[src/eth_rx_config.svh]
`ifndef ETH_RX_CONFIG_SVH
`define ETH_RX_CONFIG_SVH

// Payload buffer size in bytes, power of two
`define ETH_RX_BUF_DEPTH 2048

// Output credits held after reset
`define ETH_RX_CREDITS 4

// Field lengths in bytes
`define ETH_RX_PREAMBLE_BYTES 7
`define ETH_RX_HEADER_BYTES   14
`define ETH_RX_FCS_BYTES      4

`define ETH_RX_PREAMBLE_VAL 8'h55
`define ETH_RX_SFD_VAL      8'hD5

`endif

[src/eth_rx_pkg.sv]
`default_nettype none
`include "eth_rx_config.svh"

package eth_rx_pkg;

    localparam int BUF_AW = $clog2(`ETH_RX_BUF_DEPTH);

    typedef logic [7:0]      byte_t;
    typedef logic [47:0]     mac_addr_t;   // First wire byte in 47:40
    typedef logic [31:0]     crc_t;
    typedef logic [10:0]     frame_len_t;
    typedef logic [BUF_AW:0] buf_ptr_t;    // Top bit is the wrap bit

    // Tag carried with each byte between stages
    typedef enum logic [1:0] {
        FLD_HEADER,
        FLD_PAYLOAD,
        FLD_FCS
    } rx_field_t;

    typedef enum logic [2:0] {
        ST_IDLE,
        ST_PREAMBLE,
        ST_SFD,
        ST_HEADER,
        ST_PAYLOAD,
        ST_FCS
    } parser_state_t;

endpackage

`default_nettype wire

[src/rx_byte_if.sv]
`timescale 1ns/1ps
`default_nettype none

interface rx_byte_if
    import eth_rx_pkg::*;
();

    byte_t     data;
    logic      valid;
    rx_field_t field;
    logic      frame_end;  // Cycle after last FCS byte, or abort
    logic      accept;     // Only with frame_end
    logic      abort;

    modport src (
        output data, valid, field, frame_end, accept, abort
    );

    modport dst (
        input data, valid, field, frame_end, accept, abort
    );

endinterface

`default_nettype wire

[src/fcs_check.sv]
`timescale 1ns/1ps
`default_nettype none
`include "eth_rx_config.svh"

module fcs_check
    import eth_rx_pkg::*;
(
    input wire     clk_i,
    input wire     rst_i,

    rx_byte_if.dst byte_i,
    rx_byte_if.src byte_o,

    output logic   crc_err_o,
    output logic   addr_miss_o
);

    localparam crc_t CRC_POLY = 32'hEDB88320;  // 0x04C11DB7 reflected
    localparam crc_t CRC_INIT = '1;

    crc_t crc_q;
    crc_t fcs_q;
    logic crc_en;
    logic fcs_en;
    logic crc_match;

    // One octet, LSB first
    function automatic crc_t crc_byte(crc_t crc, byte_t data);
        crc_t c;
        c = crc ^ crc_t'(data);
        for (int i = 0; i < $bits(byte_t); i++) begin
            c = c[0] ? ((c >> 1) ^ CRC_POLY) : (c >> 1);
        end
        return c;
    endfunction

    assign crc_en    = byte_i.valid && (byte_i.field != FLD_FCS);
    assign fcs_en    = byte_i.valid && (byte_i.field == FLD_FCS);
    assign crc_match = (fcs_q == ~crc_q);

    always_ff @(posedge clk_i) begin
        if (rst_i || byte_i.frame_end) begin
            crc_q <= CRC_INIT;
        end else if (crc_en) begin
            crc_q <= crc_byte(crc_q, byte_i.data);
        end
    end

    // FCS arrives low byte first
    always_ff @(posedge clk_i) begin
        if (fcs_en) begin
            fcs_q <= {byte_i.data, fcs_q[31:8]};
        end
    end

    always_ff @(posedge clk_i) begin
        if (rst_i) begin
            byte_o.valid     <= 1'b0;
            byte_o.frame_end <= 1'b0;
            byte_o.abort     <= 1'b0;
            crc_err_o        <= 1'b0;
            addr_miss_o      <= 1'b0;
        end else begin
            byte_o.valid     <= byte_i.valid && (byte_i.field == FLD_PAYLOAD);
            byte_o.frame_end <= byte_i.frame_end;
            byte_o.abort     <= byte_i.abort;
            crc_err_o        <= byte_i.frame_end && !byte_i.abort && !crc_match;
            addr_miss_o      <= byte_i.frame_end && !byte_i.abort && !byte_i.accept;
        end
    end

    always_ff @(posedge clk_i) begin
        byte_o.data   <= byte_i.data;
        byte_o.field  <= byte_i.field;
        byte_o.accept <= byte_i.accept && crc_match && !byte_i.abort;
    end

    // Parser closes the frame right after the last FCS byte
    assert property (@(posedge clk_i) disable iff (rst_i)
        fcs_en [*`ETH_RX_FCS_BYTES] |=> (byte_i.frame_end && !fcs_en));

endmodule

`default_nettype wire

[src/flat_wrapper.sv]
// flat-port wrapper written by rule: the top's interface ports become plain ports
module fcs_check_flat import eth_rx_pkg::*;
  (clk_i, rst_i, crc_err_o, addr_miss_o, byte_i_data, byte_i_valid, byte_i_field, byte_i_frame_end, byte_i_accept, byte_i_abort, byte_o_data, byte_o_valid, byte_o_field, byte_o_frame_end, byte_o_accept, byte_o_abort);
  rx_byte_if byte_i_i ();
  rx_byte_if byte_o_i ();
  input wire clk_i;
  input wire rst_i;
  output logic crc_err_o;
  output logic addr_miss_o;
  input wire logic [$bits(byte_i_i.data)-1:0] byte_i_data;
  input wire logic [$bits(byte_i_i.valid)-1:0] byte_i_valid;
  input wire logic [$bits(byte_i_i.field)-1:0] byte_i_field;
  input wire logic [$bits(byte_i_i.frame_end)-1:0] byte_i_frame_end;
  input wire logic [$bits(byte_i_i.accept)-1:0] byte_i_accept;
  input wire logic [$bits(byte_i_i.abort)-1:0] byte_i_abort;
  output wire logic [$bits(byte_o_i.data)-1:0] byte_o_data;
  output wire logic [$bits(byte_o_i.valid)-1:0] byte_o_valid;
  output wire logic [$bits(byte_o_i.field)-1:0] byte_o_field;
  output wire logic [$bits(byte_o_i.frame_end)-1:0] byte_o_frame_end;
  output wire logic [$bits(byte_o_i.accept)-1:0] byte_o_accept;
  output wire logic [$bits(byte_o_i.abort)-1:0] byte_o_abort;
  assign byte_i_i.data = byte_i_data;
  assign byte_i_i.valid = byte_i_valid;
  assign byte_i_i.field = byte_i_field;
  assign byte_i_i.frame_end = byte_i_frame_end;
  assign byte_i_i.accept = byte_i_accept;
  assign byte_i_i.abort = byte_i_abort;
  assign byte_o_data = byte_o_i.data;
  assign byte_o_valid = byte_o_i.valid;
  assign byte_o_field = byte_o_i.field;
  assign byte_o_frame_end = byte_o_i.frame_end;
  assign byte_o_accept = byte_o_i.accept;
  assign byte_o_abort = byte_o_i.abort;
  fcs_check u_core (.clk_i(clk_i), .rst_i(rst_i), .byte_i(byte_i_i), .byte_o(byte_o_i), .crc_err_o(crc_err_o), .addr_miss_o(addr_miss_o));
endmodule
[config.mk]
export PLATFORM = sky130hd
export DESIGN_NAME = fcs_check_flat
export DESIGN_NICKNAME = d
export VERILOG_FILES = /design/src/eth_rx_pkg.sv /design/src/rx_byte_if.sv /design/src/fcs_check.sv /design/src/flat_wrapper.sv
export VERILOG_INCLUDE_DIRS = /design/src /design/src/src
export SDC_FILE = /design/constraint.sdc
export NUM_CORES = 1
export LEC_CHECK = 0
export ABC_AREA = 0
export BUFFER_PORTS_ARGS = -buffer_cell sky130_fd_sc_hd__buf_2
export CAP_MARGIN = 25
export CORE_AREA = 2 2 81 83
export CTS_CLUSTER_DIAMETER = 50
export DETAILED_ROUTE_END_ITERATION = 8
export DIE_AREA = 0 0 83 85
export GPL_TIMING_DRIVEN = 0
export PLACE_DENSITY_LB_ADDON = 0.15
export RECOVER_POWER = 50
export SLEW_MARGIN = 20
export SYNTH_ARGS = -nofsm -noshare
export SYNTH_HDL_FRONTEND = slang
export SYNTH_SLANG_ARGS = --single-unit
[constraint.sdc]
create_clock -name clk_i -period 2.95 [get_ports clk_i]
set_input_delay 0.7375 -clock clk_i [delete_from_list [all_inputs] [get_ports clk_i]]
set_output_delay 0.7375 -clock clk_i [all_outputs]
set_load 0.02 [all_outputs]
; Word-level counts from Yosys, hierarchy flattened
; Index checks and enable logic that the tools add are counted.
[totals]
ff_bits = 80
in_bits = 16
wordCells = 44
[op_classes]
n_eq_ne = 4
mux = 8
bitwise_logic = 10
n_reduce_logical = 12
[ops]
columns = op, n
row1 = $mux W32, 8
row2 = $not A13 Y14, 8
row3 = $eq A32 B32 Y1, 1
row4 = $not A32 Y32, 1
row5 = $xor A32 B8 Y32, 1
row6 = $logic_and A1 B1 Y1, 8
row7 = $logic_not A1 Y1, 3
row8 = $eq A2 B1 Y1 const B, 1
row9 = $eq A2 B2 Y1 const B, 1
row10 = $ne A2 B2 Y1 const B, 1
row11 = $logic_or A1 B1 Y1, 1

; Logic depth before layout (Yosys ltp)
; Gate-level depths: netlist of run 1.
[depth]
ltp_word = 17
depth_mapped = 5
depth_no_buf = 5

; Worst setup path after synthesis of run 1
; OpenSTA, ideal clock, no wires.
[synth_timing]
path_type = input to register
from = in byte_i_field[0]
to = reg u_core.fcs_q[0] (enable)
arrival_ps = 2277
required_time_ps = 2529
setup_slack_ps = 252
stages = 2
path_buffers = 0
path_cell_list = nand2b_1 > nor2_1
[synth_via]
elab_chain_len = 2
[synth_lines]
columns = item, line
row1 = "start, declared", flat_wrapper.sv:12  ; input wire logic [$bits(byte_i_i.field)-1:0] byte_i_field;
row2 = $eq A2 B2 Y1, fcs_check.sv:38  ; assign fcs_en = byte_i.valid && (byte_i.field == FLD_FCS);
row3 = $logic_and A1 B1 Y1, fcs_check.sv:38
row4 = named net u_core.fcs_en, fcs_check.sv:24  ; logic fcs_en;
row5 = "end signal, assigned", fcs_check.sv:52  ; fcs_q <= {byte_i.data, fcs_q[31:8]};
row6 = "end, declared", fcs_check.sv:22  ; crc_t fcs_q;
; The timed path passes the listed nets, and every way through them passes these cells.
; A chain may end at the register's enable or synchronous reset.

; Final worst setup path of run 1
[layout_timing]
from = in byte_i_data[3]
to = reg u_core.crc_q[19]
[layout_via]
elab_chain_len = 12
[layout_lines]
columns = item, line
row1 = "start, declared", flat_wrapper.sv:10  ; input wire logic [$bits(byte_i_i.data)-1:0] byte_i_data;
row2 = $xor A32 B8 Y32 (*), fcs_check.sv:30  ; c = crc ^ crc_t'(data);
row3 = $mux W32 (*) (5 in series), fcs_check.sv:32  ; c = c[0] ? ((c >> 1) ^ CRC_POLY) : (c >> 1);
row4 = $not A13 Y14 (no source line), -
row5 = $mux W32 (*), fcs_check.sv:32
row6 = $not A13 Y14 (no source line), -
row7 = $mux W32 (*), fcs_check.sv:32
row8 = $not A13 Y14 (no source line), -
row9 = $mux W32 (*), fcs_check.sv:32
row10 = "end signal, assigned", fcs_check.sv:45  ; crc_q <= crc_byte(crc_q, byte_i.data);
row11 = "end, declared", fcs_check.sv:21  ; crc_t crc_q;
; Mark *: on every way between the ends. The rest lies on a longest branch, timed or not.

==> run metrics, run 1 <==
post-synthesis net count=296; DR pass1 iterations=4; Worst VDD drop=0.393 mV; RR Startpoint=u_core.crc_q[3]; CORE AREA=6200 um^2; root buf cell=clkbuf_8; worst-path cell chain=clkbuf_1 -> xnor2_1 -> xor3_1 -> xnor2_1 -> xnor2_1 -> o211ai_1; Longest Clk Path Bufs=2; hold-critical path endpoint=u_core.fcs_q[1]; crit path launch type=primary input; required time worst endpoint=3.16 ns; grt ovf=0; buffer count from post-CTS setup fixing=0; HP Start=u_core.fcs_q[9]; Die ar.=7060 um^2; Resized cells post-CTS=0; fmax=413 MHz; worst r2r dst=u_core.crc_q[19]; Post-Place Cells=389; unrepaired setup endpoints after global routing=false; met1 usage=0.272; vias post-DR=2135; Area growth syn-to-layout=13.5%; Sequential Area=1920 um^2; port buffer count=31; Cell Area, Synth=3520 um^2; Ant. Diodes=0; final wirelength=6950 um; Slew headroom=0.0676; Static Leak=1.44 nW; fin crit share=0.821; post-synth cell types=23; Most Crowded Layer GR=met2; Slowest cell on crit path=xnor2_1; clock slew at reported path FFs=0.08 ns; Initial Util=0.567; area of the multi-input gates=1540 um^2; Num CTS Buffers=9; initial antenna violation count=0; DRC errors left=0; setup violators final=0; largest net degree at the start of global routing=20; clock latency on the worst-skew pair=0.35 ns; first-pass GRT wire length=10800 um; Crit. End Element=flop; fill cell count=485; final hold vios=0; Post-Route Utilization=0.643; Post-Syn Instances=280; PwrDens=672 nW/um^2; drt via density=5.27; hpwl dp=4990 um; IO Count=32; GRT Overall Usage=0.206; Setup Skew=0.00613 ns; register area share after synthesis=0.547; Post-CTS Hold Fix Bufs=0; R2R cell count=5; yosys warns=0; critical path type=primary input to flop; CTS tree=done; status=complete, no violations; Die W=83 um; register bit total from synthesis=80; Die Span Y=85 um; Worst Path Arrival=2.63 ns; Final min period=2.42 ns; Hold Path Class=flop to flop; Avg Cell Area, Syn=12.6 um^2; hold depth=0; met2 Use GR=0.335; MaxCap Viol Count=0; most used cell, CP=xnor2_1; FF-to-FF setup slack=0.65 ns; Worst Path Max Fanout=6; Worst Tran Pin Value=1.39 ns; share of cells above drive strength 1=0.134; drt wl/cell=17.2 um; Sink Count=80; fin nets=339; ANT nets after route=0; met3 Use GR=0.0389; placer congestion estimate=0.816; cell row count=29; Slew Limit Fails=0; final std cells w/o fill=405; vias in the first global route=2083; Clock H-tree levels=3; CP peak stage delay=0.71 ns; drt initial violations=78
state kept, by name (all words and copies together) (netlist names):
name and count:
u_core.crc_q 32, u_core.byte_o.data 8, u_core.crc_err_o 1, u_core.byte_o.valid 1
u_core.byte_o.field 2, u_core.byte_o.accept 1, u_core.byte_o.frame_end 1, u_core.byte_o.abort 1
u_core.fcs_q 32, u_core.addr_miss_o 1
kinds of logic after synthesis:
family	share of synthesized area
xor gates and xnor gates	0.300
and+or+nand+nor	0.0687
buffers and inverters	0.0107
AOI/OAI and AO/OA	0.0740
DFF	0.547
worst max-delay path: cells and delay by family:
family | cells | cell delay (ns)
xor gates and xnor gates | 4 | 1.70
AOI/OAI and AO/OA | 1 | 0.09
buffers and inverters | 1 | 0.11
stage by stage:
| stage | TNS (ns) | setup WS [ns] | power (mW) | area (um^2) | hold WS (ns) |
|---|---|---|---|---|---|
| detailed placement | 0 | 0.485 | 1.80 | 3800 | 0.455 |
| floorplan | 0 | 0.252 | 1.69 | 3520 | 0.447 |
| global placement | -17.25 | -0.542 | 1.80 | 3770 | 0.452 |
| global route | 0 | 0.424 | 2.79 | 3990 | 0.486 |
| finish | 0 | 0.528 | 2.68 | 3990 | 0.477 |
| CTS | 0 | 0.854 | 2.70 | 4030 | 0.475 |
power by group:
part           leakage [nW]  internal, mW  switching, mW  total (mW)
combinational         0.646         0.247          0.293       0.540
sequential            0.690          1.19         0.0428        1.24
clock                 0.105         0.502          0.403       0.905
cell usage in the layout, fill, tap and decap left out, types with 2 or more instances in the layout:
cell / instances
a21oi_1: 3
buf_2: 15
bufinv_16: 2
clkbuf_1: 25
clkbuf_8: 10
clkinvlp_4: 3
dfxtp_1: 48
edfxtp_1: 32
nand2_1: 31
nand2b_1: 2
nand4_1: 8
nor2_1: 5
nor2b_1: 2
nor4_1: 2
o211ai_1: 28
o211ai_2: 2
o21ai_0: 2
xnor2_1: 44
xnor2_2: 7
xor2_1: 47
xor2_4: 2
synth_stat cells:
library cell	count	area share
o211ai_1	28	0.060
nand2b_1	2	0.0036
nor2_1	5	0.0053
edfxtp_1	32	0.27
nand4_1	8	0.014
a21oi_1	3	0.0043
o21ai_0	2	0.0028
and4b_1	1	0.0028
nor4b_1	1	0.0025
nand2_1	31	0.033
xor3_1	1	0.0068
inv_1	1	0.0011
dfxtp_1	48	0.27
xnor2_1	42	0.10
xnor3_1	1	0.0064
xor2_4	2	0.016
xnor2_4	1	0.0078
xor2_1	47	0.12
xnor2_2	9	0.042
clkbuf_1	9	0.0096
nor4_1	2	0.0036
nor2b_1	2	0.0036
o211ai_2	2	0.0071
layer usage:
layer  vias up  routed length, um
met5         -                  0
met4         0                127
met3        14                257
met2        47               3300
met1      1017               3270
li1       1057                  -
worst max path at each step:
stage / cells after the start / start / endpoint / slack, ns
2_1_floorplan: 2 / byte_i_field[0] / u_core.fcs_q[0] / 0.25
5_1_grt: 6 / byte_i_data[3] / u_core.crc_q[23] / 0.42
3_3_place_gp: 3 / byte_i_field[0] / u_core.fcs_q[25] / -0.54
6_report: 6 / byte_i_data[3] / u_core.crc_q[19] / 0.53
4_1_cts: 6 / byte_i_data[3] / u_core.crc_q[23] / 0.85
3_5_place_dp: 6 / byte_i_data[3] / u_core.crc_q[19] / 0.48
layout make-up:
| class | count | area share |
|---|---|---|
| flip-flops and latches | 80 | 0.482 |
| repair buffers | 32 | 0.0408 |
| multi-input cells | 190 | 0.386 |
| clock buffers | 10 | 0.0345 |
| well taps | 77 | 0.0242 |
| inverters | 1 | 0.000941 |
| plain buffers | 9 | 0.00847 |
| clock inverters | 6 | 0.0229 |
(Power assumes the default switching activity.)
==> run 2, diff against run 1 <==
Settings changed: ABC_AREA 0 to 1, CORE_AREA 2 2 81 83 to 2 2 86 88, DIE_AREA 0 0 83 85 to 0 0 88 90.
Clock period 2.95 ns to 2.3 ns, I/O delays scaled along.
==> run metrics, run 2 <==
MaxCap Viol Count=0 (unchanged); status=complete, no violations; R2R cell count=11 (+6); Hold Path Class=primary input to flop; post-synth cell types=32 (+39%); Post-synth top cells=nand2_1, dfxtp_1, a21oi_1, xor2_1, inv_1; DR pass1 iterations=5 (+1); commonest non-fill, non-tap cells in the layout=nand2_1, dfxtp_1, xor2_1, a21oi_1, inv_1; clock slew at reported path FFs=0.08 ns (about the same); Die W=88 um (+6.0%); Fin Setup TNS=0 ns (unchanged); Longest Clk Path Bufs=2 (unchanged); most used cell, CP=clkbuf_1; grt ovf=0 (unchanged); final hold vios=0 (unchanged); CP Capture Point=u_core.crc_q[25]; register bit total from synthesis=80 (unchanged); PwrDens=712 nW/um^2 (+6.0%); Resized cells post-CTS=0 (unchanged); Worst Tran Pin Value=1.01 ns (-0.379 ns); worst r2r dst=u_core.crc_q[26]; Slew headroom=0.322 (+0.254); Post-Syn Instances=498 (+78%); final wirelength=10600 um (+52%); register area share after synthesis=0.474 (-0.0730); Worst VDD drop=0.354 mV (-9.8%); FF-to-FF setup slack=0.66 ns (about the same); Sw Ratio=0.310 (+0.0341); unrepaired setup endpoints after global routing=false; critical path startpoint=rst_i; Num CTS Buffers=9 (unchanged); buffer count from post-CTS setup fixing=0 (unchanged); placer congestion estimate=0.927 (+14%); Largest regs=u_core.crc_q x32, u_core.fcs_q x32, u_core.byte_o.data x8; Static Leak=2.01 nW (+39%); Slowest cell on crit path=clkinv_1; Post-Route Utilization=0.647 (+0.00389); hpwl dp=7820 um (+57%); Area growth syn-to-layout=11.9%; Die Span Y=90 um (+5.9%); internal power=2.23 mW (+15%); vias post-DR=3517 (+65%); initial antenna violation count=0 (unchanged); Die ar.=7920 um^2 (+12%); Flop pwr share=0.488 (+0.027); fill cell count=626 (+29%); top cells by area, synth=dfxtp_1, edfxtp_1, nand2_1, xor2_1, a21oi_1; top cell type by total area after synthesis=dfxtp_1; vias in the first global route=3267 (+57%); yosys warns=0 (unchanged); IO Count=32 (unchanged); CP peak stage delay=0.41 ns (-0.30 ns); Crit. End Element=flop; fmax=524 MHz; fin crit share=0.830; cell row count=31 (+6.9%); clock latency on the worst-skew pair=0.36 ns (about the same); setup violators final=0 (unchanged); critical path type=primary input to flop; Cell Area, Synth=4060 um^2 (+15%); part of the power in combinational logic=0.194 (-0.007); Synth top area share=0.237 (-0.0365); Worst Path Arrival=2.17 ns (-0.46 ns); Primary FF master, synth=dfxtp_1; largest net degree at the start of global routing=24 (+20%); ANT nets after route=0 (unchanged); post-synthesis net count=514 (+74%); worst-path cell chain=clkbuf_1 -> nor2_2 -> clkinv_1 -> clkbuf_1 -> a21oi_1 -> nand2_1; Slew Limit Fails=0 (unchanged); port buffer count=31 (unchanged); Final min period=1.91 ns; drt wl/cell=16.4 um (-4.6%); Avg Cell Area, Syn=8.15 um^2 (-35%); drt initial violations=335 (+330%); required time worst endpoint=2.56 ns (-0.60 ns); most common cell after layout, fill and taps aside=nand2_1; hold depth=1 (+1); RR Startpoint=u_core.crc_q[0]; first-pass GRT wire length=16700 um (+54%); Initial Util=0.578 (+0.0113); CORE AREA=7020 um^2 (+13%); drt via density=5.45 (+3.4%); crit path launch type=primary input; Ant. Diodes=0 (unchanged); Min Hold Slack=0.327 ns (-0.149 ns); clock share of power=0.319 (-0.018); Post-synth EDFFs=32 (unchanged); Post-CTS Hold Fix Bufs=0 (unchanged); FFs w/ async S/R, synth=0 (unchanged); cell with the most instances after synthesis=nand2_1; Setup Skew=0.0127 ns (+0.00661 ns); Worst Path Max Fanout=10 (+4); fin nets=557 (+64%); root buf cell=clkbuf_8; share of cells above drive strength 1=0.158 (+0.0234); Sw Pwr=1.00 mW (+36%); Sink Count=80 (unchanged); GRT Overall Usage=0.283 (+0.0774); Clock H-tree levels=3 (unchanged); DRC errors left=0 (unchanged); CTS tree=done; total power=3.23 mW (+21%)
[run 2: changes by cell type after synthesis, sizes merged, moves of 23 or more]
cell    previous run  this run
a21oi              3        41
inv                1        44
nand2             31       174
nand3              0        35
nor2               5        28
o211ai            30         5
xnor2             52         5
[run 2: how the worst min path moves through the flow]
| stage | startpoint | end |
|---|---|---|
| floorplan | u_core.fcs_q[11] | u_core.fcs_q[3] |
| global placement | u_core.crc_q[11] | u_core.crc_q[11] |
| detailed placement | u_core.fcs_q[13] | u_core.fcs_q[5] |
| CTS | byte_i_field[0] | u_core.byte_o.field[0] |
| global route | byte_i_field[0] | u_core.byte_o.field[0] |
| finish | byte_i_field[0] | u_core.byte_o.field[0] |
[run 2: layout make-up]
type                            count  area (um^2)  area share
Buffer                              9         45.0     0.00992
Clock buffer                       11          131      0.0289
Clock inverter                      5         57.6      0.0127
Inverter                           46          175      0.0386
Multi-Input combinational cell    363         1920       0.422
Sequential cell                    80         1920       0.423
Tap cell                           99          124      0.0273
Timing Repair Buffer               32          170      0.0375
[run 2: through the flow]
| step | area [um^2] | worst slack [ns] | cells |
|---|---|---|---|
| floorplan | 4060 | 0.358 | 498 |
| global placement | 4340 | -0.113 | 628 |
| detailed placement | 4370 | 0.0795 | 629 |
| CTS | 4560 | 0.461 | 645 |
| global route | 4540 | 0.324 | 645 |
| finish | 4540 | 0.391 | 645 |
[run 2: critical path, delay by kind of cell]
| kind | cells | cell delay [ns] |
|---|---|---|
| simple gates | 2 | 0.41 |
| buf+inv | 3 | 0.94 |
| compound gates | 1 | 0.22 |
[run 2: cells by family (layout without fill, tap and decap cells)]
family / after synthesis / after routing / synth area share
buffers and inverters: 55 / 103 / 0.0543
AND/OR/NAND/NOR: 248 / 248 / 0.277
flip-flops: 80 / 80 / 0.474
AO/OA/AOI/OAI: 68 / 68 / 0.0904
XOR/XNOR: 47 / 47 / 0.105
[run 2: layer usage]
layer,GRT usage,vias up,share of wire
li1,-,1706,-
met1,0.400,1677,0.45
met2,0.439,113,0.47
met3,0.0569,21,0.061
met4,0.0821,0,0.020
met5,0,-,0
[run 2: power by group through the flow]
stage | registers [mW] | clock network (mW) | logic (mW)
floorplan | 1.61 | 0 | 0.439
global placement | 1.61 | 0 | 0.595
detailed placement | 1.61 | 0 | 0.617
CTS | 1.58 | 1.04 | 0.620
global route | 1.58 | 1.10 | 0.696
finish | 1.58 | 1.03 | 0.626
