==> config.mk <==
export PLATFORM = sky130hd
export DESIGN_NAME = frame_parser_flat
export DESIGN_NICKNAME = d
export VERILOG_FILES = /design/src/eth_rx_pkg.sv /design/src/rx_byte_if.sv /design/src/frame_parser.sv /design/src/flat_wrapper.sv
export VERILOG_INCLUDE_DIRS = /design/src /design/src/src
export SDC_FILE = /design/constraint.sdc
export NUM_CORES = 1
export LEC_CHECK = 0
export ABC_CLOCK_PERIOD_IN_PS = 10530
export BUFFER_PORTS_ARGS = -buffer_cell sky130_fd_sc_hd__clkbuf_2
export CAP_MARGIN = 20
export CORE_ASPECT_RATIO = 1.25
export CORE_UTILIZATION = 45
export CTS_BUF_LIST = sky130_fd_sc_hd__clkbuf_4 sky130_fd_sc_hd__clkbuf_8
export DETAILED_ROUTE_END_ITERATION = 7
export PLACE_DENSITY = 0.69
export SYNTH_ARGS = -nofsm -noshare
export SYNTH_HDL_FRONTEND = slang
export SYNTH_SLANG_ARGS = --single-unit
export TNS_END_PERCENT = 20
==> constraint.sdc <==
create_clock -name clk_i -period 10.53 [get_ports clk_i]
set_input_delay 0.5265 -clock clk_i [delete_from_list [all_inputs] [get_ports clk_i]]
set_output_delay 0.5265 -clock clk_i [all_outputs]
set_load 0.005 [all_outputs]
==> src/eth_rx_config.svh <==
`ifndef ETH_RX_CONFIG_SVH
`define ETH_RX_CONFIG_SVH

// Payload buffer size in bytes, power of two
`define ETH_RX_BUF_DEPTH 2048

// Output credits held after reset
`define ETH_RX_CREDITS 4

// Field lengths in bytes
`define ETH_RX_PREAMBLE_BYTES 7
`define ETH_RX_HEADER_BYTES   14
`define ETH_RX_FCS_BYTES      4

`define ETH_RX_PREAMBLE_VAL 8'h55
`define ETH_RX_SFD_VAL      8'hD5

`endif

==> src/eth_rx_pkg.sv <==
`default_nettype none
`include "eth_rx_config.svh"

package eth_rx_pkg;

    localparam int BUF_AW = $clog2(`ETH_RX_BUF_DEPTH);

    typedef logic [7:0]      byte_t;
    typedef logic [47:0]     mac_addr_t;   // First wire byte in 47:40
    typedef logic [31:0]     crc_t;
    typedef logic [10:0]     frame_len_t;
    typedef logic [BUF_AW:0] buf_ptr_t;    // Top bit is the wrap bit

    // Tag carried with each byte between stages
    typedef enum logic [1:0] {
        FLD_HEADER,
        FLD_PAYLOAD,
        FLD_FCS
    } rx_field_t;

    typedef enum logic [2:0] {
        ST_IDLE,
        ST_PREAMBLE,
        ST_SFD,
        ST_HEADER,
        ST_PAYLOAD,
        ST_FCS
    } parser_state_t;

endpackage

`default_nettype wire

==> src/rx_byte_if.sv <==
`timescale 1ns/1ps
`default_nettype none

interface rx_byte_if
    import eth_rx_pkg::*;
();

    byte_t     data;
    logic      valid;
    rx_field_t field;
    logic      frame_end;  // Cycle after last FCS byte, or abort
    logic      accept;     // Only with frame_end
    logic      abort;

    modport src (
        output data, valid, field, frame_end, accept, abort
    );

    modport dst (
        input data, valid, field, frame_end, accept, abort
    );

endinterface

`default_nettype wire

==> src/frame_parser.sv <==
`timescale 1ns/1ps
`default_nettype none
`include "eth_rx_config.svh"

module frame_parser
    import eth_rx_pkg::*;
(
    input wire            clk_i,
    input wire            rst_i,

    input wire byte_t     rx_d_i,
    input wire            rx_dv_i,

    input wire            check_destination_i,
    input wire mac_addr_t station_mac_i,
    input wire frame_len_t payload_len_i,

    rx_byte_if.src        byte_o
);

    localparam int         HDR_BITS = `ETH_RX_HEADER_BYTES * $bits(byte_t);
    localparam frame_len_t PRE_LAST = frame_len_t'(`ETH_RX_PREAMBLE_BYTES - 2); // First one in idle
    localparam frame_len_t HDR_LAST = frame_len_t'(`ETH_RX_HEADER_BYTES - 1);
    localparam frame_len_t FCS_LAST = frame_len_t'(`ETH_RX_FCS_BYTES - 1);

    byte_t               rxd_q;
    logic                rxdv_q;
    logic                rxdv_prev_q;
    logic                start;
    parser_state_t       state_q;
    parser_state_t       state_d;
    frame_len_t          cnt_q;
    logic                abort;
    logic                end_pend_q;
    logic [HDR_BITS-1:0] hdr_q;
    mac_addr_t           dst_mac;
    rx_field_t           fld;

    assign start   = rxdv_q && !rxdv_prev_q;
    assign dst_mac = hdr_q[HDR_BITS-1 -: $bits(mac_addr_t)];

    always_ff @(posedge clk_i) begin
        rxd_q <= rx_d_i;
        if (rst_i) begin
            rxdv_q      <= 1'b0;
            rxdv_prev_q <= 1'b0;
        end else begin
            rxdv_q      <= rx_dv_i;
            rxdv_prev_q <= rxdv_q;
        end
    end

    always_comb begin
        state_d = state_q;
        abort   = 1'b0;
        case (state_q)
            ST_IDLE: begin
                if (start && rxd_q == `ETH_RX_PREAMBLE_VAL) begin
                    state_d = ST_PREAMBLE;
                end
            end
            ST_PREAMBLE: begin
                if (!rxdv_q || rxd_q != `ETH_RX_PREAMBLE_VAL) begin
                    abort = 1'b1;
                end else if (cnt_q == PRE_LAST) begin
                    state_d = ST_SFD;
                end
            end
            ST_SFD: begin
                if (!rxdv_q || rxd_q != `ETH_RX_SFD_VAL) begin
                    abort = 1'b1;
                end else begin
                    state_d = ST_HEADER;
                end
            end
            ST_HEADER: begin
                if (!rxdv_q) begin
                    abort = 1'b1;
                end else if (cnt_q == HDR_LAST) begin
                    state_d = ST_PAYLOAD;
                end
            end
            ST_PAYLOAD: begin
                if (!rxdv_q) begin
                    abort = 1'b1;
                end else if (cnt_q == frame_len_t'(payload_len_i - 1'b1)) begin
                    state_d = ST_FCS;
                end
            end
            ST_FCS: begin
                if (!rxdv_q) begin
                    abort = 1'b1;
                end else if (cnt_q == FCS_LAST) begin
                    state_d = ST_IDLE;
                end
            end
            default: state_d = ST_IDLE;
        endcase
        if (abort) begin
            state_d = ST_IDLE;
        end
    end

    always_ff @(posedge clk_i) begin
        if (rst_i) begin
            state_q <= ST_IDLE;
            cnt_q   <= '0;
        end else begin
            state_q <= state_d;
            if (state_d != state_q || state_q == ST_IDLE) begin
                cnt_q <= '0;
            end else begin
                cnt_q <= cnt_q + 1'b1;
            end
        end
    end

    always_comb begin
        case (state_q)
            ST_HEADER:  fld = FLD_HEADER;
            ST_PAYLOAD: fld = FLD_PAYLOAD;
            default:    fld = FLD_FCS;    // Also the abort tag
        endcase
    end

    always_ff @(posedge clk_i) begin
        if (rst_i) begin
            byte_o.valid     <= 1'b0;
            byte_o.frame_end <= 1'b0;
            byte_o.abort     <= 1'b0;
            end_pend_q       <= 1'b0;
        end else begin
            byte_o.valid     <= !abort && (state_q inside {ST_HEADER, ST_PAYLOAD, ST_FCS});
            end_pend_q       <= (state_q == ST_FCS) && (state_d == ST_IDLE) && !abort;
            byte_o.frame_end <= end_pend_q || abort;
            byte_o.abort     <= abort;
        end
    end

    always_ff @(posedge clk_i) begin
        byte_o.data   <= rxd_q;
        byte_o.field  <= abort ? FLD_FCS : fld;
        byte_o.accept <= !check_destination_i || (dst_mac == station_mac_i);
        if (state_q == ST_HEADER) begin
            hdr_q <= {hdr_q[HDR_BITS-$bits(byte_t)-1:0], rxd_q};
        end
    end

    // Once idle, only the last FCS byte is left and frame_end follows
    assert property (@(posedge clk_i) disable iff (rst_i)
        (byte_o.valid && state_q == ST_IDLE) |=> (byte_o.frame_end && !byte_o.valid));

endmodule

`default_nettype wire

==> src/flat_wrapper.sv <==
// flat-port wrapper written by rule: the top's interface ports become plain ports
module frame_parser_flat import eth_rx_pkg::*;
  (clk_i, rst_i, rx_d_i, rx_dv_i, check_destination_i, station_mac_i, payload_len_i, byte_o_data, byte_o_valid, byte_o_field, byte_o_frame_end, byte_o_accept, byte_o_abort);
  rx_byte_if byte_o_i ();
  input wire clk_i;
  input wire rst_i;
  input wire byte_t rx_d_i;
  input wire rx_dv_i;
  input wire check_destination_i;
  input wire mac_addr_t station_mac_i;
  input wire frame_len_t payload_len_i;
  output wire logic [$bits(byte_o_i.data)-1:0] byte_o_data;
  output wire logic [$bits(byte_o_i.valid)-1:0] byte_o_valid;
  output wire logic [$bits(byte_o_i.field)-1:0] byte_o_field;
  output wire logic [$bits(byte_o_i.frame_end)-1:0] byte_o_frame_end;
  output wire logic [$bits(byte_o_i.accept)-1:0] byte_o_accept;
  output wire logic [$bits(byte_o_i.abort)-1:0] byte_o_abort;
  assign byte_o_data = byte_o_i.data;
  assign byte_o_valid = byte_o_i.valid;
  assign byte_o_field = byte_o_i.field;
  assign byte_o_frame_end = byte_o_i.frame_end;
  assign byte_o_accept = byte_o_i.accept;
  assign byte_o_abort = byte_o_i.abort;
  frame_parser u_core (.clk_i(clk_i), .rst_i(rst_i), .rx_d_i(rx_d_i), .rx_dv_i(rx_dv_i), .check_destination_i(check_destination_i), .station_mac_i(station_mac_i), .payload_len_i(payload_len_i), .byte_o(byte_o_i));
endmodule
[Yosys cells after proc, flatten, opt, wreduce, memory -nomap -nowiden]
Cells that the tools add are included.
Word-level totals
  flip-flop bits (word level): 151
  input bits: 71
  output and inout bits: 14
Cells by class
  add/sub/neg operators: 2
  eq/ne operators: 14
  mux-type cells: 17
  reductions and logical operators: 19
Operators with widths (number)
  $eq 48x48->1: 1
  $mux 3: 11
  $pmux 3 s6: 1
  $add 11x1->11 const B: 1
  $eq 11x11->1: 1
  $eq 11x2->1 const B: 1
  $eq 11x3->1 const B: 1
  $eq 11x4->1 const B: 1
  $sub 11x1->11 const B: 1
  $eq 8x7->1 const B: 1
  $ne 8x7->1 const B: 1
  $ne 8x8->1 const B: 1
  $eq 3x2->1 const B: 2
  $eq 3x3->1 const B: 2
  $logic_not 3->1: 2
  $logic_and 1x1->1: 5
  $logic_or 1x1->1: 5
  $logic_not 1->1: 4
  $pmux 2 s2: 1
  $eq 3x1->1 const B: 1
  $mux 1: 3
  $ne 3x3->1: 1
  $pmux 1 s3: 1
  $reduce_bool 3->1: 1
  2 further kinds: 2

[Logic depth before layout (Yosys ltp)]
Gate-level depths: netlist of the first run.
  depth in word-level cells: 9
  gate-level depth with buffers: 10

[Least setup slack after synthesis of the first run]
Ideal clock, no wire load.
  path kind: register -> register
  from: register u_core.state_q[0]
  to: register u_core.hdr_q[0] (enable)
  setup time: 0.465 ns
  arrival time: 3.083 ns
  path slack: 6.982 ns
  stages on the path, launching flop included: 6
  path buffers: 1
  path through: dfxtp_1 -> clkbuf_1 -> inv_1 -> nor2_1 -> nand2_1 -> inv_1
Between the ends
  longest elaborated chain between the ends: 1
RTL lines
  start: declaration: RTL line frame_parser.sv:30  | parser_state_t state_q;
  start signal: assignment: RTL line frame_parser.sv:109  | state_q <= state_d;
  $eq 3x2->1: RTL line frame_parser.sv:144  | if (state_q == ST_HEADER) begin
  end signal: assignment: RTL line frame_parser.sv:145  | hdr_q <= {hdr_q[HDR_BITS-$bits(byte_t)-1:0], rxd_q};
  end: declaration: RTL line frame_parser.sv:35  | logic [HDR_BITS-1:0] hdr_q;
Every way passes these cells.
A chain may end at the register's enable or synchronous reset.

[Final worst setup path of the first run]
  from: register u_core.cnt_q[5]
  to: register u_core.cnt_q[2]
Between the ends
  longest elaborated chain between the ends: 8
RTL lines
  start: declaration: RTL line frame_parser.sv:32  | frame_len_t cnt_q;
  start signal: assignment: RTL line frame_parser.sv:113  | cnt_q <= cnt_q + 1'b1;
  $eq 11x2->1, or another cell as far along: RTL line frame_parser.sv:93  | end else if (cnt_q == FCS_LAST) begin
  $mux 3 (on tied branches) (2 in series)
  $pmux 3 s6 *: RTL line frame_parser.sv:56  | case (state_q)
  $mux 3 *: RTL line frame_parser.sv:99  | if (abort) begin
  $ne 3x3->1 *: RTL line frame_parser.sv:110  | if (state_d != state_q || state_q == ST_IDLE) begin
  $logic_or 1x1->1 *: RTL line frame_parser.sv:110
  $reduce_or 2->1 (no line) *
Every way passes the cells marked *; elsewhere a longest branch is shown, timed or not.

==> results of run 1 <==
-- metal layers --
layer | wire (um) | global-route usage (%) | vias up
met1 | 4390 | 19.4 | 1582
met2 | 4970 | 26.6 | 125
li1 | - | - | 1642
met3 | 512 | 5.13 | 25
met4 | 224 | 8.91 | 0
met5 | 0 | 0 | -
-- cell families (layout without fill, tap and decap cells) --
kind of cell | Yosys count | in the layout | share of synthesized area, %
XOR/XNOR | 70 | 70 | 10.5
multiplexers | 2 | 2 | 0.343
adder cells (fa/ha/maj) | 3 | 3 | 0.644
flip-flops | 151 | 151 | 71.1
buffers and inverters | 23 | 130 | 1.74
AO/OA/AOI/OAI | 31 | 31 | 3.71
AND/OR/NAND/NOR | 110 | 110 | 12.0
-- final timing paths --
path,from,endpoint,depth (start not counted)
worst max register to register,u_core.cnt_q[5],u_core.cnt_q[2],8
worst min-delay path,rx_d_i[7],u_core.rxd_q[7],1
worst min register to register,u_core.rxd_q[4],u_core.byte_o.data[4],0
worst max-delay path,u_core.cnt_q[5],u_core.cnt_q[2],8
-- placed cells by master, fill, tap and decap left out, types with 2 or more instances in the layout --
cell | synthesis | routed
a211oi_1 | 3 | 2
a211oi_2 | 1 | 2
a21oi_1 | 10 | 10
a31oi_1 | 5 | 5
and4b_1 | 2 | 2
buf_4 | 1 | 2
bufinv_16 | 0 | 2
clkbuf_2 | 0 | 84
clkbuf_8 | 0 | 19
clkinv_4 | 0 | 2
dfxtp_1 | 39 | 39
edfxtp_1 | 112 | 112
ha_1 | 3 | 3
inv_1 | 11 | 10
inv_6 | 0 | 3
inv_8 | 0 | 4
mux2i_1 | 2 | 2
nand2_1 | 13 | 13
nand2b_1 | 3 | 3
nand3_1 | 12 | 12
nand3b_1 | 3 | 3
nand4_1 | 7 | 7
nor2_1 | 17 | 17
nor2b_1 | 4 | 4
nor3_1 | 7 | 7
nor4_1 | 16 | 16
nor4_2 | 10 | 10
nor4bb_1 | 2 | 2
o211ai_1 | 2 | 2
o21a_1 | 2 | 2
o21ai_0 | 2 | 2
or3_1 | 2 | 2
or4_1 | 3 | 3
xnor2_1 | 12 | 12
xor2_1 | 58 | 58
-- worst max-delay path, stage by stage (launching register included) --
cell      delay (ns)
dfxtp_1         0.36
or4_1           0.58
nor3_1          0.38
a31oi_1         0.20
a211oi_2        0.26
o41ai_2         0.14
a21oi_1         0.60
buf_4           0.29
nor4_1          0.06
-- final cells by class --
class                   count  area [um^2]
fillers                  1085         5810
flip-flops and latches    151         4140
multi-input cells         216         1590
repair buffers             87          449
clock buffers              19          255
well taps                 168          210
clock inverters            13          160
inverters                  11         43.8
-- power breakdown --
group,internal (uW),switching [uW]
Combinational,19.8,17.6
Clock,228,225
Sequential,634,2.65
Total,881,245
-- metrics by stage --
stage | utilization, % | power (uW) | setup slack, ns
floorplan | - | 666 | 6.98
finish | 54.1 | 1130 | 7.54
global placement | 50.7 | 686 | 7.32
detailed placement | 50.7 | 687 | 7.26
global route | 54.1 | 1170 | 7.29
CTS | 54.0 | 1140 | 7.52
-- registers in the layout, summed over array words and instances (netlist names) --
register,count
u_core.byte_o.abort,1
u_core.byte_o.accept,1
u_core.byte_o.data,8
u_core.byte_o.field,2
u_core.byte_o.frame_end,1
u_core.byte_o.valid,1
u_core.cnt_q,11
u_core.end_pend_q,1
u_core.hdr_q,112
u_core.rxd_q,8
u_core.rxdv_prev_q,1
u_core.rxdv_q,1
u_core.state_q,3
==> run_results.csv, run 1 <==
group,metric,value,unit
worst_setup_path,setup.worst_path.end_class,"flop",
synth,synthesis.area,0.00583,mm^2
worst_setup_path,cp.arrival,3.31,ns
finish,fin_cells,665,
detailed_routing,antenna_left,0,
run,drv_cap,0,
clock_network,cts_setup_buffers,0,
pwr,power_density,164,mW/mm^2
worst_setup_path,ff2ff_setup_slack,7.54,ns
clock_network,htree_levels,4,
synth,ys_async_sr_fraction,0,%
synth,synth_most_common_cell,"edfxtp_1",
detailed_routing,drc,0,
grt,grt.total_usage,16.3,%
timing,rsz0062_at_grt,"no",
clock_network,clock-root-buffer,"clkbuf_8",
worst_setup_path,cp-start-kind,"flop",
synth,synth_edf_count,112,
die,die_h,129,um
place,io_buffers,84,
synth,synth_top_area_cell,"edfxtp_1",
worst_setup_path,worstSetupPathType,"reg -> reg",
timing,final.min_clock_period,2.99,ns
clock_network,clk_path_buf_depth,2,
grt,grt_max_degree,86,
synth,netlist_top_cells_count,"112 x edfxtp_1, 58 x xor2_1, 39 x dfxtp_1",
detailed_routing,vias,3374,
detailed_routing,wl,10100,um
synth,yosysWarnings,0,
clock_network,cts_buffers,17,
timing,final.setup.tns,0,ns
detailed_routing,wl_per_cell,15.2,um
timing,fmax,0.335,GHz
timing,hold_viol,0,
die,io_pins,85,
worst_setup_path,worstPathRequired,10.86,ns
timing,relSlewSlack,32.6,%
synth,syn_inst,390,
worst_setup_path,cp_max_fo,6,
die,start_util,46.1,%
finish,area_growth,17.5,%
die,die_area,0.0134,mm^2
timing,clock_skew,0.00923,ns
grt,gr-total-overflow,0,
clock_network,clock_latency,0.45,ns
die,core_area,0.0127,mm^2
clock_network,cts_hold_buf,0,
die,rows,46,
detailed_routing,viasPerCell,5.07,
place,gp_congestion,0.869,
synth,synth-seq-cells,151,
detailed_routing,firstDrtPassIters,4,
grt,grt_pass1_wl,16500,um
synth,yosysUniqueCellTypes,47,
timing,drv_slew,0,
finish,diodes,0,
finish,nets,558,
timing,hold_slack,0.177,ns
timing,setup_violations,0,
pwr,peakVddDrop,0.165,mV
grt,grt_antenna_before_repair,0,
die,fp.dieW,104,um
finish,finalInstanceArea,0.00685,mm^2
clock_network,clkTransAtPathRegs,0.09,ns
worst_hold_path,hold_class,"in -> reg",
finish,layout-drive-gt1-share,28.2,%
timing,period_share,28.4,%
synth,synth.net_count,464,
clock_network,cts_tree,"done",
clock_network,clock_sinks,151,
pwr,p_leak,0.00245,uW
timing,worst_slew_pin_slew,1.01,ns
synth,synth_top_area_share,57.7,%
synth,ys_seq_area_share,71.1,%
grt,first_global_vias,3263,
synth,syn_avg_cell_area,15.0,um^2
status,outcome,"completed",
clock_network,cts_resized,0,
place,place_area,0.00642,mm^2
place,placed_cells,632,
place,hpwl,7080,um
detailed_routing,drtIter0Drc,189,
synth,ys.flop_type,"edfxtp_1",
synth,synthTopCellsByArea,"edfxtp_1 58%, dfxtp_1 13%, xor2_1 8.7%, nor4_2 2.1%, xnor2_1 1.8%",
No activity file was read; power rests on OpenSTA's default activity.
==> run 2: changes to the inputs <==
ABC_CLOCK_PERIOD_IN_PS = 2700   (was 10530)
PLACE_DENSITY = 0.72   (was 0.69)
clock period = 2.7 ns   (was 10.53 ns; I/O delays follow)
==> run 2 against run 1 <==
Flip-flop and latch count unchanged. Core utilization increased by 1.0 points. Sequential share of layout area decreased by 1.1 points. First-iteration DRC count increased by 0.53%. Critical endpoint is now u_core.cnt_q[10]. Via count increased by 2.0%. Worst setup slack got worse by 7.4 ns. Hold slack got worse by 0.031 ns. Global-route usage decreased by 0.47 points. Cell count increased by 2.7%. Combinational power increased to 4.3 times the previous value. Clock power increased to 3.4 times the previous value. Wire length decreased by 0.19%. Critical path type unchanged.
==> run_results.csv, run 2 (synthesis gave the netlist of run 1 again) <==
group,metric,value,unit
timing,rsz0062_at_grt,"no",
detailed_routing,antenna_left,0,
die,fp.dieW,104,um
timing,final.min_clock_period,2.56,ns
grt,grt.total_usage,15.8,%
timing,period_share,94.7,%
worst_setup_path,r2r_end,"u_core.cnt_q[10]",
timing,hold_viol,0,
finish,finalInstanceArea,0.00699,mm^2
die,start_util,46.1,%
finish,largest_reg_flops,112,
timing,worst_slew_pin_slew,0.606,ns
worst_setup_path,r2r_start,"u_core.cnt_q[5]",
timing,relSlewSlack,59.6,%
pwr,internal_power,3250,uW
timing,setup_violations,0,
clock_network,clock_latency,0.42,ns
worst_setup_path,worstSetupPathType,"reg -> reg",
grt,grt_antenna_before_repair,0,
timing,final.setup.tns,0,ns
timing,hold_slack,0.146,ns
clock_network,clock-root-buffer,"clkbuf_8",
status,outcome,"completed",
clock_network,clock_sinks,151,
worst_setup_path,cp.arrival,2.88,ns
place,hpwl,6640,um
detailed_routing,drtIter0Drc,190,
worst_setup_path,worstPathRequired,3.03,ns
detailed_routing,viasPerCell,5.04,
place,io_buffers,84,
clock_network,clkTransAtPathRegs,0.09,ns
pwr,p_sw_share,22.5,%
pwr,p_sw,943,uW
die,core_area,0.0127,mm^2
finish,area_growth,19.8,%
clock_network,cts_setup_buffers,0,
detailed_routing,vias,3441,
place,place_area,0.00650,mm^2
timing,clock_skew,0.0192,ns
clock_network,cts_buffers,17,
clock_network,cts_tree,"done",
timing,drv_slew,0,
finish,final_cell_mix,"112 x edfxtp_1, 84 x clkbuf_2, 58 x xor2_1",
worst_hold_path,hold_depth,5,
worst_hold_path,hold_end,"u_core.byte_o.accept",
detailed_routing,drc,0,
finish,diodes,0,
clock_network,htree_levels,4,
die,rows,46,
detailed_routing,firstDrtPassIters,6,
pwr,pwr-share-seq,59.2,%
finish,top_register,"u_core.hdr_q",
worst_setup_path,cp-start-kind,"flop",
worst_setup_path,ff2ff_setup_slack,0.14,ns
die,die_h,129,um
grt,grt_max_degree,113,
finish,layout-drive-gt1-share,29.3,%
pwr,peakVddDrop,0.390,mV
detailed_routing,wl_per_cell,14.8,um
die,die_area,0.0134,mm^2
timing,fmax,0.391,GHz
run,drv_cap,0,
worst_hold_path,hold_start,"station_mac_i[31]",
die,io_pins,85,
grt,gr-total-overflow,0,
clock_network,clk_path_buf_depth,2,
worst_hold_path,hold_class,"in -> reg",
place,gp_congestion,0.833,
finish,reg.largest.list,"u_core.hdr_q x112, u_core.cnt_q x11",
worst_setup_path,rr_worst_depth,7,
detailed_routing,wl,10100,um
pwr,p_comb_share,3.8,%
pwr,p_leak,0.00251,uW
finish,layout_commonest_cell,"edfxtp_1",
finish,nets,576,
worst_setup_path,cp_max_fo,11,
pwr,total_power,4190,uW
pwr,clockPowerShare,37.0,%
pwr,power_density,600,mW/mm^2
grt,grt_pass1_wl,16500,um
worst_setup_path,setup.worst_path.end_class,"flop",
grt,first_global_vias,3457,
run 2: final cells by class:
type | instances | area (um^2)
sequential | 151 | 4140
multi-input combinational | 216 | 1610
timing repair buffer | 105 | 621
fill | 1031 | 5680
clock buffer | 19 | 249
inverter | 11 | 47.5
clock inverter | 13 | 108
tap | 168 | 210
run 2: per-layer routing:
| layer | vias to the layer above | wire, um | GRT usage (%) | part of all wire (%) |
|---|---|---|---|---|
| li1 | 1675 | - | - | - |
| met5 | - | 0 | 0 | 0 |
| met3 | 12 | 500 | 4.38 | 5.0 |
| met4 | 0 | 155 | 6.89 | 1.5 |
| met2 | 121 | 5040 | 27.2 | 50 |
| met1 | 1633 | 4380 | 18.7 | 43 |
run 2: critical path, stage by stage, from the launching register on:
cell and delay, ns:
dfxtp_1 0.37, or4_1 0.61, nor3_4 0.27, a31oi_1 0.18, a211oi_2 0.26, o41ai_2 0.13, and3_2 0.35, nor4_2 0.31
run 2: repair_timing:
item / in CTS / in global routing
hold buffers: 12 / 0
endpoints found under the setup margin: 3 / 5
hold endpoints to repair: 15 / 0
resized for setup: 1 / 1
run 2: power by group through the flow:
stage / clock network [uW] / registers [uW] / logic, uW
floorplan: 0 / 2530 / 64.9
global placement: 0 / 2530 / 143
detailed placement: 0 / 2530 / 147
CTS: 1610 / 2480 / 161
global route: 1700 / 2480 / 176
finish: 1550 / 2480 / 161
run 2: per-stage QoR:
step | utilization (%) | worst slack [ns] | std cells
after floorplan | - | 0.0379 | 390
after global placement | 51.3 | 0.176 | 639
after detailed placement | 51.3 | 0.0460 | 639
after CTS | 55.1 | 0.117 | 683
after global routing | 55.2 | 0.0119 | 683
final | 55.2 | 0.144 | 683
run 2: worst max path at each step:
stage | start | endpoint | slack [ns] | cells after the start
after floorplan | u_core.state_q[0] | u_core.hdr_q[0] | 0.04 | 5
after global placement | payload_len_i[0] | u_core.cnt_q[2] | 0.18 | 10
after detailed placement | payload_len_i[0] | u_core.cnt_q[10] | 0.05 | 11
after CTS | u_core.cnt_q[5] | u_core.cnt_q[5] | 0.12 | 7
after global routing | u_core.cnt_q[5] | u_core.cnt_q[5] | 0.01 | 7
final | u_core.cnt_q[5] | u_core.cnt_q[10] | 0.14 | 7
==> run 3: changes to the inputs <==
CORE_MARGIN = 2   (was not set)
==> run 3 against run 2 <==
Cell count shrank 0.15%. Global-route usage decreased by 0.47 points. Count of clock-buffer cells in the layout shrank 1. Hold slack lost 0.0088 ns. Wire length increased by 4.2%. Sequential share of layout area decreased by 0.15 points. Non-clock buffer count shrank 1. Clock skew fell by 0.0068 ns. Critical path depth stayed put. Largest power group unchanged.
==> run_results.csv, run 3 (synthesis gave the netlist of run 1 again) <==
group,metric,value,unit
finish,reg.largest.list,"u_core.hdr_q x112, u_core.cnt_q x11",
finish,finish.utilization,55.3,%
timing,period_share,95.1,%
finish,multi_input_area,0.00161,mm^2
timing,setup_ws,0.132,ns
worst_setup_path,critPathSlowestCell,"or4_1",
finish,fillerInstances,1040,
die,die_area,0.0139,mm^2
worst_setup_path,worstPathRequired,3.03,ns
finish,fin_cells,682,
grt,grt_pass1_wl,16300,um
die,fp.dieW,106,um
grt,first_global_vias,3493,
finish,area_growth,20.1,%
timing,final.setup.tns,0,ns
timing,hold_viol,0,
place,place_area,0.00649,mm^2
grt,grt.total_usage,15.3,%
grt,gr-total-overflow,0,
timing,fmax,0.389,GHz
grt,grt_max_degree,113,
finish,layout_commonest_cell,"edfxtp_1",
clock_network,cts_tree,"done",
finish,largest_reg_flops,112,
worst_setup_path,cp-start-kind,"flop",
worst_setup_path,ff2ff_setup_slack,0.13,ns
clock_network,clkTransAtPathRegs,0.09,ns
pwr,power_density,612,mW/mm^2
worst_setup_path,cp.arrival,2.90,ns
pwr,p_leak,0.00252,uW
detailed_routing,firstDrtPassIters,4,
worst_setup_path,max_stage_delay,0.63,ns
clock_network,cts_setup_buffers,0,
timing,setup_violations,0,
detailed_routing,drc,0,
place,hpwl,6770,um
finish,diodes,0,
finish,nets,575,
worst_hold_path,hold_start,"station_mac_i[31]",
clock_network,clock_sinks,151,
die,rows,46,
timing,drv_slew,0,
worst_setup_path,r2r_start,"u_core.cnt_q[5]",
worst_setup_path,setup.worst_path.end_class,"flop",
finish,top_register,"u_core.hdr_q",
finish,finalInstanceArea,0.00700,mm^2
clock_network,htree_levels,4,
place,io_buffers,84,
detailed_routing,drtIter0Drc,257,
worst_setup_path,crit_chain,"or4_1, nor3_4, a31oi_1, a211oi_2, o41ai_2, and3_2, nor4_1",
grt,grt_antenna_before_repair,0,
timing,relSlewSlack,57.7,%
timing,worst_slew_pin_slew,0.628,ns
detailed_routing,viasPerCell,5.12,
worst_setup_path,worstSetupPathType,"reg -> reg",
worst_hold_path,hold_end,"u_core.byte_o.accept",
run,drv_cap,0,
detailed_routing,wl,10500,um
finish,seq_area,0.00414,mm^2
pwr,peakVddDrop,0.477,mV
place,gp_congestion,0.802,
die,io_pins,85,
worst_hold_path,hold_depth,5,
worst_setup_path,rr_worst_depth,7,
worst_setup_path,r2r_end,"u_core.cnt_q[2]",
clock_network,cts_buffers,17,
timing,final.min_clock_period,2.57,ns
die,core_area,0.0127,mm^2
timing,rsz0062_at_grt,"no",
clock_network,clock_latency,0.44,ns
status,outcome,"completed",
worst_setup_path,cp_max_fo,11,
worst_hold_path,hold_class,"in -> reg",
finish,layout-drive-gt1-share,29.2,%
detailed_routing,wl_per_cell,15.4,um
detailed_routing,vias,3491,
die,start_util,46.1,%
clock_network,clk_path_buf_depth,2,
detailed_routing,antenna_left,0,
die,die_h,131,um
place,placed_cells,638,
clock_network,clock-root-buffer,"clkbuf_8",
finish,final_cell_mix,"112 x edfxtp_1, 84 x clkbuf_2, 58 x xor2_1",
timing,clock_skew,0.0124,ns
place,pre_cts_ws,0.0465,ns
==> run 3: stage by stage <==
| step | hold WS, ns | power (uW) |
|---|---|---|
| after floorplan | 0.163 | 2600 |
| after global placement | 0.237 | 2680 |
| after detailed placement | 0.239 | 2680 |
| after CTS | 0.109 | 4330 |
| after global routing | 0.134 | 4440 |
| final | 0.137 | 4290 |
==> run 3: worst max-delay path: cells and delay by family (launching register included) <==
kind               cells  cell delay, ns
and+or+nand+nor        4            1.57
AOI/OAI and AO/OA      3            0.52
DFF                    1            0.36
==> run 3: where the power goes <==
part | internal [uW] | switching (uW)
clock | 777 | 866
combinational | 90.0 | 72.2
sequential | 2470 | 9.38
==> run 3: final cells by class <==
cell class / count / share of cell area, %
Clock buffer: 18 / 3.54
Clock inverter: 14 / 1.91
Inverter: 11 / 0.679
Multi-Input combinational cell: 216 / 23.0
Sequential cell: 151 / 59.2
Tap cell: 168 / 3.00
Timing Repair Buffer: 104 / 8.75
==> run 3: worst max path at each step <==
stage                           start         endpoint  slack [ns]  cells after the start
finish                u_core.cnt_q[5]  u_core.cnt_q[2]        0.13                      7
floorplan           u_core.state_q[0]  u_core.hdr_q[0]        0.04                      5
global route          u_core.cnt_q[5]  u_core.cnt_q[2]        0.01                      7
CTS                   u_core.cnt_q[5]  u_core.cnt_q[2]        0.09                      7
global placement     payload_len_i[0]  u_core.cnt_q[2]        0.17                     10
detailed placement    u_core.cnt_q[5]  u_core.cnt_q[2]        0.05                      7
==> run 3: what timing repair did <==
item / in CTS / in global routing
hold endpoints to repair: 13 / 0
setup endpoints to repair: 1 / 1
resized for setup: 1 / 1
hold buffers: 12 / 0
==> run 3: routing by layer <==
| layer | global-route usage, % | part of all wire [%] | vias up |
|---|---|---|---|
| met5 | 0 | 0 | - |
| met4 | 7.89 | 1.7 | 0 |
| met3 | 5.11 | 5.7 | 15 |
| met2 | 25.3 | 49 | 125 |
| met1 | 17.8 | 43 | 1671 |
| li1 | - | - | 1680 |
